$ cat config.mk
export PLATFORM = sky130hd
export DESIGN_NAME = weight_rotator
export DESIGN_NICKNAME = d
export VERILOG_FILES = /design/src/wrot_pkg.sv /design/src/weight_rotator.sv /design/src/wrot_control.sv /design/src/wrot_loop_counters.sv /design/src/wrot_weight_mem.sv /design/src/wrot_header_regs.sv
export SDC_FILE = /design/constraint.sdc
export NUM_CORES = 1
export LEC_CHECK = 0
export BUFFER_PORTS_ARGS = -buffer_cell sky130_fd_sc_hd__buf_2
export CAP_MARGIN = 20
export CORE_ASPECT_RATIO = 1.2
export CORE_MARGIN = 3
export CORE_UTILIZATION = 45
export DETAILED_ROUTE_END_ITERATION = 8
export PLACE_DENSITY_LB_ADDON = 0.3
export SLEW_MARGIN = 20
export SYNTH_ARGS = -nofsm -noshare
export SYNTH_HDL_FRONTEND = slang
export SYNTH_SLANG_ARGS = --single-unit
$ cat constraint.sdc
create_clock -name aclk -period 12.3 [get_ports aclk]
set_clock_uncertainty 0.2 [all_clocks]
set_input_delay 0.615 -clock aclk [delete_from_list [all_inputs] [get_ports aclk]]
set_output_delay 0.615 -clock aclk [all_outputs]
set_load 0.005 [all_outputs]
$ cat src/wrot_pkg.sv
// weight rotator shared definitions
`default_nettype none

package wrot_pkg;

  // beat geometry
  localparam int WORD_W  = 8;
  localparam int CORES   = 2;
  localparam int MEMBERS = 4;
  localparam int M_W     = WORD_W * CORES * MEMBERS;

  // largest frame the store can hold
  localparam int KH_MAX     = 3;
  localparam int CIN_MAX    = 8;
  localparam int COLS_MAX   = 4;
  localparam int BLOCKS_MAX = 4;
  localparam int DEPTH      = KH_MAX * CIN_MAX;
  localparam int ADDR_W     = $clog2(DEPTH);

  typedef logic [M_W-1:0]    beat_t;
  typedef logic [ADDR_W-1:0] addr_t;
  typedef logic              kw2_t;
  typedef logic              kh2_t;
  typedef logic [1:0]        kh_cnt_t;
  typedef logic [2:0]        cin_t;
  typedef logic [1:0]        cols_t;
  typedef logic [1:0]        blocks_t;

  // low bits of the header beat
  typedef struct packed {
    blocks_t blocks_1;
    cols_t   cols_1;
    cin_t    cin_1;
    kh2_t    kh2;
    kw2_t    kw2;
  } header_t;

  // position flags sent with every master beat
  typedef struct packed {
    kw2_t kw2;
    logic is_w_first;
    logic is_cin_last;
    logic is_cols_1_k2;
    logic is_top_block;
    logic is_bottom_block;
  } tuser_t;

  typedef enum logic [1:0] {W_IDLE, W_GET_REF, W_WRITE} w_state_t;
  typedef enum logic {R_IDLE, R_READ} r_state_t;

endpackage

`default_nettype wire
$ cat src/weight_rotator.sv
// weight rotator top level
`default_nettype none

module weight_rotator (
  input  wire logic             aclk,
  input  wire logic             i_reset,
  input  wire logic             i_s_valid,
  output      logic             o_s_ready,
  input  wire wrot_pkg::beat_t  i_s_data,
  input  wire logic             i_s_last,
  output      logic             o_m_valid,
  input  wire logic             i_m_ready,
  output      wrot_pkg::beat_t  o_m_data,
  output      wrot_pkg::tuser_t o_m_user,
  output      logic             o_m_last
);

  import wrot_pkg::*;

  logic    load_hdr;
  logic    wr_en;
  logic    rd_start;
  logic    rd_adv;
  logic    frame_done;
  header_t s_hdr;
  header_t hdr;
  addr_t   addr_max;

  // header fields sit in the low bits of the first beat
  assign s_hdr = header_t'(i_s_data[$bits(header_t)-1:0]);

  wrot_control control_i (
    .aclk         (aclk),
    .i_reset      (i_reset),
    .i_s_valid    (i_s_valid),
    .i_s_last     (i_s_last),
    .i_m_ready    (i_m_ready),
    .i_frame_done (frame_done),
    .o_s_ready    (o_s_ready),
    .o_m_valid    (o_m_valid),
    .o_load_hdr   (load_hdr),
    .o_wr_en      (wr_en),
    .o_rd_start   (rd_start),
    .o_rd_adv     (rd_adv)
  );

  wrot_header_regs header_regs_i (
    .aclk       (aclk),
    .i_reset    (i_reset),
    .i_load     (load_hdr),
    .i_hdr      (s_hdr),
    .o_hdr      (hdr),
    .o_addr_max (addr_max)
  );

  wrot_weight_mem weight_mem_i (
    .aclk       (aclk),
    .i_reset    (i_reset),
    .i_wr_en    (wr_en),
    .i_wr_data  (i_s_data),
    .i_rd_start (rd_start),
    .i_rd_adv   (rd_adv),
    .i_addr_max (addr_max),
    .o_rd_data  (o_m_data)
  );

  wrot_loop_counters loop_counters_i (
    .aclk         (aclk),
    .i_reset      (i_reset),
    .i_start      (rd_start),
    .i_adv        (rd_adv),
    .i_hdr        (hdr),
    .o_user       (o_m_user),
    .o_last       (o_m_last),
    .o_frame_done (frame_done)
  );

endmodule

`default_nettype wire

$ cat src/wrot_control.sv
// write and read state machines
`default_nettype none

module wrot_control (
  input  wire logic aclk,
  input  wire logic i_reset,
  input  wire logic i_s_valid,
  input  wire logic i_s_last,
  input  wire logic i_m_ready,
  input  wire logic i_frame_done,
  output      logic o_s_ready,
  output      logic o_m_valid,
  output      logic o_load_hdr,
  output      logic o_wr_en,
  output      logic o_rd_start,
  output      logic o_rd_adv
);

  import wrot_pkg::*;

  w_state_t w_state;
  w_state_t w_state_next;
  r_state_t r_state;
  r_state_t r_state_next;

  // slave side open only while filling the store
  assign o_s_ready  = (w_state == W_GET_REF) || (w_state == W_WRITE);
  assign o_m_valid  = (r_state == R_READ);
  assign o_load_hdr = (w_state == W_GET_REF) && i_s_valid;
  assign o_wr_en    = (w_state == W_WRITE) && i_s_valid;
  assign o_rd_start = o_wr_en && i_s_last;
  assign o_rd_adv   = o_m_valid && i_m_ready;

  always_comb begin
    w_state_next = w_state;
    case (w_state)
      // single bank, so wait for the replay to finish
      W_IDLE:    if (r_state == R_IDLE) w_state_next = W_GET_REF;
      W_GET_REF: if (o_load_hdr) w_state_next = W_WRITE;
      W_WRITE:   if (o_rd_start) w_state_next = W_IDLE;
      default:   w_state_next = W_IDLE;
    endcase
  end

  always_comb begin
    r_state_next = r_state;
    case (r_state)
      R_IDLE:  if (o_rd_start) r_state_next = R_READ;
      R_READ:  if (i_frame_done) r_state_next = R_IDLE;
      default: r_state_next = R_IDLE;
    endcase
  end

  always_ff @(posedge aclk) begin
    if (i_reset) begin
      w_state <= W_IDLE;
      r_state <= R_IDLE;
    end else begin
      w_state <= w_state_next;
      r_state <= r_state_next;
    end
  end

  // fill and replay never overlap
  a_excl_streams : assert property (
    @(posedge aclk) disable iff (i_reset)
    !(o_s_ready && o_m_valid)
  );

endmodule

`default_nettype wire

$ cat src/wrot_loop_counters.sv
// nested replay counters and user flags
`default_nettype none

module wrot_loop_counters (
  input  wire logic              aclk,
  input  wire logic              i_reset,
  input  wire logic              i_start,
  input  wire logic              i_adv,
  input  wire wrot_pkg::header_t i_hdr,
  output      wrot_pkg::tuser_t  o_user,
  output      logic              o_last,
  output      logic              o_frame_done
);

  import wrot_pkg::*;

  kh_cnt_t cnt_kh;
  cin_t    cnt_cin;
  cols_t   cnt_cols;
  blocks_t cnt_blocks;
  kh_cnt_t kh_start;
  logic    running;
  logic    kh_zero;
  logic    cin_zero;
  logic    cols_zero;
  logic    blocks_zero;

  // kh counts 2*kh2 down to 0
  assign kh_start    = {i_hdr.kh2, 1'b0};
  assign kh_zero     = (cnt_kh == '0);
  assign cin_zero    = (cnt_cin == '0);
  assign cols_zero   = (cnt_cols == '0);
  assign blocks_zero = (cnt_blocks == '0);

  // kh -> cin -> cols -> blocks with a reload on each wrap
  always_ff @(posedge aclk) begin
    if (i_reset) begin
      cnt_kh     <= '0;
      cnt_cin    <= '0;
      cnt_cols   <= '0;
      cnt_blocks <= '0;
    end else if (i_start) begin
      cnt_kh     <= kh_start;
      cnt_cin    <= i_hdr.cin_1;
      cnt_cols   <= i_hdr.cols_1;
      cnt_blocks <= i_hdr.blocks_1;
    end else if (i_adv) begin
      cnt_kh <= kh_zero ? kh_start : cnt_kh - kh_cnt_t'(1);
      if (kh_zero) begin
        cnt_cin <= cin_zero ? i_hdr.cin_1 : cnt_cin - cin_t'(1);
      end
      if (kh_zero && cin_zero) begin
        cnt_cols <= cols_zero ? i_hdr.cols_1 : cnt_cols - cols_t'(1);
      end
      if (kh_zero && cin_zero && cols_zero) begin
        cnt_blocks <= blocks_zero ? i_hdr.blocks_1 : cnt_blocks - blocks_t'(1);
      end
    end
  end

  // keeps last low while the counters idle at zero
  always_ff @(posedge aclk) begin
    if (i_reset) begin
      running <= 1'b0;
    end else if (i_start) begin
      running <= 1'b1;
    end else if (o_frame_done) begin
      running <= 1'b0;
    end
  end

  assign o_last       = running && kh_zero && cin_zero && cols_zero && blocks_zero;
  assign o_frame_done = i_adv && o_last;

  always_comb begin
    o_user.kw2             = i_hdr.kw2;
    o_user.is_w_first      = (cnt_cols == i_hdr.cols_1) && (cnt_cin == i_hdr.cin_1) &&
                             (cnt_kh == kh_start);
    o_user.is_cin_last     = kh_zero && cin_zero;
    // column index equals cols-1-kw2
    o_user.is_cols_1_k2    = (cnt_cols == cols_t'(i_hdr.kw2));
    o_user.is_top_block    = (cnt_blocks == i_hdr.blocks_1);
    o_user.is_bottom_block = blocks_zero;
  end

endmodule

`default_nettype wire

$ cat src/wrot_weight_mem.sv
// cyclic weight store
`default_nettype none

module wrot_weight_mem (
  input  wire logic            aclk,
  input  wire logic            i_reset,
  input  wire logic            i_wr_en,
  input  wire wrot_pkg::beat_t i_wr_data,
  input  wire logic            i_rd_start,
  input  wire logic            i_rd_adv,
  input  wire wrot_pkg::addr_t i_addr_max,
  output      wrot_pkg::beat_t o_rd_data
);

  import wrot_pkg::*;

  beat_t mem [DEPTH];
  addr_t wr_ptr;
  addr_t rd_ptr;

  // weights in arrival order
  always_ff @(posedge aclk) begin
    if (i_wr_en) begin
      mem[wr_ptr] <= i_wr_data;
    end
  end

  // sequential fill that rewinds once the frame is complete
  always_ff @(posedge aclk) begin
    if (i_reset || i_rd_start) begin
      wr_ptr <= '0;
    end else if (i_wr_en) begin
      wr_ptr <= wr_ptr + addr_t'(1);
    end
  end

  // wrap at the last word gives the rotation
  always_ff @(posedge aclk) begin
    if (i_reset || i_rd_start) begin
      rd_ptr <= '0;
    end else if (i_rd_adv) begin
      if (rd_ptr == i_addr_max) begin
        rd_ptr <= '0;
      end else begin
        rd_ptr <= rd_ptr + addr_t'(1);
      end
    end
  end

  // zero latency read
  assign o_rd_data = mem[rd_ptr];

  // input frames never exceed the store
  a_no_overflow : assert property (
    @(posedge aclk) disable iff (i_reset)
    i_wr_en |-> (wr_ptr <= addr_t'(DEPTH - 1))
  );

endmodule

`default_nettype wire

$ cat src/wrot_header_regs.sv
// header reference registers
`default_nettype none

module wrot_header_regs (
  input  wire logic             aclk,
  input  wire logic             i_reset,
  input  wire logic             i_load,
  input  wire wrot_pkg::header_t i_hdr,
  output      wrot_pkg::header_t o_hdr,
  output      wrot_pkg::addr_t   o_addr_max
);

  import wrot_pkg::*;

  kh_cnt_t    kh;
  logic [3:0] cin_cnt;
  addr_t      words;
  addr_t      addr_max_next;

  // kh = 2*kh2+1, so it is either 1 or 3
  always_comb begin
    kh            = {i_hdr.kh2, 1'b1};
    cin_cnt       = {1'b0, i_hdr.cin_1} + 4'd1;
    words         = addr_t'({3'b000, kh} * {1'b0, cin_cnt});
    addr_max_next = words - addr_t'(1);
  end

  always_ff @(posedge aclk) begin
    if (i_reset) begin
      o_hdr      <= '0;
      o_addr_max <= '0;
    end else if (i_load) begin
      o_hdr      <= i_hdr;
      // index of the last stored word
      o_addr_max <= addr_max_next;
    end
  end

endmodule

`default_nettype wire

* After elaboration in Yosys (flattened, before gate mapping) *
Memories as Yosys holds them, arrays and structs flattened. A register that Yosys moved wholly into a read port is not among the register bits.
Cells that the tools add are included.

cells by class
  add/subtract/negate cells = 8
  multipliers = 1
  eq/ne operators = 11
  muxes and demuxes = 29
  bitwise operators = 1
  reduce and logical (&&, ||, !) cells = 30

operators with widths
  cell                                                                    count
  2-bit two-way mux                                                       14
  5-bit two-way mux                                                       3
  1-bit logical AND                                                       13
  3-bit two-way mux                                                       4
  5-bit by 1-bit adder with 5-bit output (second input constant)          2
  2-bit nonzero test                                                      5
  2-bit logical NOT                                                       4
  2-bit equality test                                                     3
  1-bit two-way mux                                                       6
  2-bit case mux with 3 select lines                                      1
  2-bit AND reduction                                                     3
  2-bit by 1-bit subtractor with 2-bit output (second input constant)     3
  5-bit equality test                                                     1
  2-bit by 4-bit multiplier with 5-bit output                             1
  5-bit by 1-bit subtractor with 5-bit output (second input constant)     1
  3-bit by 1-bit adder with 4-bit output (second input constant)          1
  2-bit by 1-bit != test with 1-bit output (second input constant)        2
  3-bit equality test                                                     1
  3-bit logical NOT                                                       1
  3-bit AND reduction                                                     1
  3-bit by 1-bit subtractor with 3-bit output (second input constant)     1
  2-bit by 1-bit equality test with 1-bit output                          1
  2-bit by 1-bit equality test with 1-bit output (second input constant)  1
  2-bit equality test (second input constant)                             1
  other kinds (5)                                                         6

storage, ports and cells
  bits in registers = 37
  memory bits (writable) = 1,536
  input bits = 69
  memories kept = 1

memory list
  memory            words  width  rd ports  clocked after memory_dff  write ports  line                   RTL
  weight_mem_i.mem  24     64     1         1                         1            wrot_weight_mem.sv:17  beat_t mem [DEPTH];

* Depth between registers and ports, before layout *
  word-level depth = 8
  mapped depth = 10

* By module *
Synthesis repeated with hierarchy kept, for this count alone.

second synthesis, totals
  cells, all modules = 2,914
  area total of the unflattened synthesis = 60,902.2 um^2

by module, submodules not included
  module              times used  cells each  area an instance (um^2)  sequential area each (um^2)
  wrot_weight_mem     1           2,720       59,238.1                 46,424.5
  wrot_loop_counters  1           93          716.9                    200.2
  wrot_header_regs    1           75          698.2                    260.2
  wrot_control        1           26          249.0                    60.1

* Worst setup path before layout *
No wires, ideal clock.

  kind = reg-to-reg
  start point = register control_i.w_state[0]
  end point = memory weight_mem_i.mem[15][0] (netlist name), enable pin
  library setup time = 0.487 ns
  data arrival time = 3.909 ns
  data required time = 11.613 ns
  path slack = 7.704 ns
  stages on the path, launching flop included = 7
  period minus slack after synthesis = 4.596 ns
  cells stage by stage = dfxtp_1 > inv_1 > ha_1 > and2_1 > clkbuf_1 > nand2_1 > nor2_1

between the ends
  cells in the longest elaborated chain, start to end = 4

RTL lines
  item                                     line                   RTL
  start: declaration                       wrot_control.sv:21     w_state_t w_state;
  start signal: assignment                 wrot_control.sv:59     w_state <= w_state_next;
  2-bit equality test                      wrot_control.sv:30     assign o_wr_en = (w_state == W_WRITE) && i_s_valid;
  1-bit logical AND                        wrot_control.sv:30
  1-bit two-way mux                        wrot_weight_mem.sv:23  if (i_wr_en) begin
  1-bit two-way mux (implied by the code)  wrot_weight_mem.sv:24  mem[wr_ptr] <= i_wr_data;
  end: declaration                         wrot_weight_mem.sv:17

Every way passes these cells.

==> results.sh <==
export IMPL_status="complete, no violations"
export IMPL_path_class="reg -> out"
export IMPL_syn_nets=3009
export IMPL_fillCellCount=10619
export IMPL_clockBufferDepth=3
export IMPL_clk_pin_slew_ns=0.06
export IMPL_grt_pass1_vias=31025
export IMPL_yosysMostFrequentCell="edfxtp_1"
export IMPL_antenna_found_initial=14
export IMPL_synthToLayoutAreaGrowth_pct=12.5
export IMPL_initial_core_util_pct=45.4
export IMPL_nets=3189
export IMPL_vias=29869
export IMPL_cts_root_buf="clkbuf_16"
export IMPL_overflow=0
export IMPL_worst_pin_slew_ns=1.16
export IMPL_end_kind="primary output"
export IMPL_synth_edf_count=1536
export IMPL_total_power_mw=10.7
export IMPL_synthTopCellsByArea="edfxtp_1, mux4_2, mux2i_1"
export IMPL_dr_pass1_iters=5
export IMPL_reg2reg_from="control_i.w_state[0]"
export IMPL_pin_count=142
export IMPL_viasPerCell=5.95
export IMPL_setup_viol=0
export IMPL_postCtsHoldBufs=0
export IMPL_yosysTopAreaCell="edfxtp_1"
export IMPL_ys_flop_type="edfxtp_1"
export IMPL_crit_top_cell="buf_4"
export IMPL_slowest_delay_ns=0.87
export IMPL_ant_nets=0
export IMPL_maxSlewViolCount=0
export IMPL_dpl_cell_area_sq_mm=0.0634
export IMPL_worst_endpoint_required_ns=11.48
export IMPL_post_cts_buffers=0
export IMPL_worstPathArrival_ns=5.13
export IMPL_yosysUniqueCellTypes=50
export IMPL_syn_inst=2921
export IMPL_wl_per_cell_um=29.7
export IMPL_synth_async_reset_ratio_pct=0
export IMPL_maxClockFrequency_mhz=168
export IMPL_fin_crit_sh_pct=48.3
export IMPL_worstSkewPairLatency_ns=0.76
export IMPL_ys_seq_area_share_pct=77.3
export IMPL_powerDensity_mw_per_mm2=156
export IMPL_drive_gt1_share_pct=23.9
export IMPL_die_area_sq_mm=0.139
export IMPL_hold_class="in -> reg"
export IMPL_synth_top_area_share_pct=75.9
export IMPL_grt_max_degree=172
export IMPL_crit_chain="buf_4, buf_12, buf_4, mux4_2, o21ai_0, nand3_1, buf_2"
export IMPL_cts_resized=0
export IMPL_finalCriticalPeriod_ns=5.95
export IMPL_cap_viol_max_count=0
export IMPL_cts_tree="done"
export IMPL_vdd_drop_max_v=0.000143
export IMPL_wl_um=149000
export IMPL_finalSetupTns_ns=0
export IMPL_fin_util_pct=51.1
export IMPL_worst_path_buf_inv=4
export IMPL_finish_instance_area_sq_mm=0.0684
export IMPL_rows=147
export IMPL_rsz0062_at_grt="false"
export IMPL_crit_fanout=145
export IMPL_grt_pass1_wl_um=216000
export IMPL_core_area_sq_mm=0.134
export IMPL_clock_sinks=1577
export IMPL_slew_headroom_pct=22.9
export IMPL_yosys_warnings=0
export IMPL_cp_top_family="buffers and inverters"
export IMPL_min_from="i_s_data[52]"
export IMPL_drt_iter0_drc=3033
export IMPL_drc_errors=0
export IMPL_htreeDepth=4
export IMPL_syn_area_per_cell_sq_um=20.8
export IMPL_gp_congestion=0.741
export IMPL_die_x_um=341
export IMPL_dp_hpwl_um=74900
export IMPL_ys_ff_latch=1577
export IMPL_synth_commonest_cells="edfxtp_1, mux4_2, mux2i_1"
export IMPL_fp_dieH_um=408
export IMPL_hold_viol_final=0
export IMPL_grt_total_usage_pct=21.4
export IMPL_whs_ns=0.0843
export IMPL_cts_buffers=152
export IMPL_startpoint_type="register"
export IMPL_p_leak_nw=20.4
export IMPL_netlist_area_sq_mm=0.0607
export IMPL_crit_path_top_delay_cell="buf_4"
export IMPL_io_buffers=141
[power breakdown]
part / switching, mW / internal (mW)
logic: 0.186 / 0.102
clock network: 1.92 / 2.56
registers: 0.0135 / 5.92
total: 2.11 / 8.58
[worst register-to-register path: stages, from the launching register on]
cell	delay, ns
dfxtp_1	0.34
inv_1	0.12
ha_1	0.23
and2_1	0.45
nand2_1	0.48
nor2_4	0.93
buf_4	0.98
[layer usage]
metal  share of wire [%]  vias to the layer above  GRT usage [%]  routed length (um)
met4                 2.5                        4           5.67                3700
li1                    -                    12498              -                   -
met3                 7.0                      227           4.24               10400
met1                  39                    15969           28.1               58800
met2                  51                     1171           36.5               76100
met5               0.020                        -              0                  30
[per-stage QoR]
stage / setup slack, ns / cells
floorplan: 7.70 / 2921
global placement: 7.11 / 4728
detailed placement: 7.07 / 4730
CTS: 6.24 / 5003
global route: 6.06 / 5010
finish: 6.35 / 5019
[final timing paths]
check	to	slack [ns]	depth (start not counted)
worst min-delay path	weight_mem_i.mem[4][52]	0.08	1
worst max register to register	weight_mem_i.mem[6][39]	8.12	6
worst max-delay path	o_m_data[0]	6.35	7
worst min register to register	header_regs_i.o_addr_max[1]	0.27	2
[cells in the final DEF, fill, tap and decap left out, types with 3 or more instances in the layout]
master,netlist,routed
diode_2,0,11
a211oi_1,3,3
nor2_1,45,21
o211ai_1,21,21
ha_1,18,18
xor2_1,19,19
buf_12,0,4
o21ai_1,15,15
xnor2_1,5,5
buf_6,17,3
nand3b_1,4,4
inv_6,0,7
buf_4,9,41
mux4_2,273,273
and2_1,7,5
nand2_1,106,106
edfxtp_1,1536,1536
dfxtp_1,41,37
clkbuf_1,83,46
buf_16,0,6
inv_1,17,17
bufinv_16,0,10
clkinv_1,0,29
clkbuf_16,0,158
nand3_1,53,53
mux2i_1,241,241
dfxtp_4,0,4
o21ai_0,104,104
mux2_2,64,64
clkinv_2,0,17
buf_2,41,141
a21oi_1,24,24
a221oi_1,111,111
nor4_1,5,5
nand4_1,5,5
nor2_4,0,24
[registers in the layout, summed over array words and instances, names as in the netlist, named ones only]
| signal | count |
|---|---|
| loop_counters_i.running | 1 |
| weight_mem_i.mem | 1536 |
| weight_mem_i.rd_ptr | 5 |
| header_regs_i.o_addr_max | 5 |
| loop_counters_i.cnt_blocks | 2 |
| loop_counters_i.cnt_cols | 2 |
| weight_mem_i.wr_ptr | 5 |
| header_regs_i.o_hdr | 8 |
| loop_counters_i.cnt_cin | 3 |
| control_i.w_state | 2 |
| control_i.o_m_valid | 1 |
| loop_counters_i.cnt_kh | 2 |
[area by class of cell]
class                           instances  area, sq um  area share (%)
Timing Repair Buffer                  195         1290            1.89
Clock buffer                          204         4130            6.04
Inverter                               17         63.8          0.0933
Multi-Input combinational cell       1158        13000            19.1
Tap cell                             1788         2240            3.27
Clock inverter                         69          619           0.906
Sequential cell                      1577        47000            68.7
Antenna cell                           11         27.5          0.0403
[logic make-up after synthesis]
group / share of synthesized area [%]
DFF: 77.3
buffers and inverters: 1.61
adders and majority gates: 0.404
xor gates and xnor gates: 0.346
muxes: 15.3
and+or+nand+nor: 1.83
AOI/OAI and AO/OA: 3.26
Power figures use the tool's default switching activity.
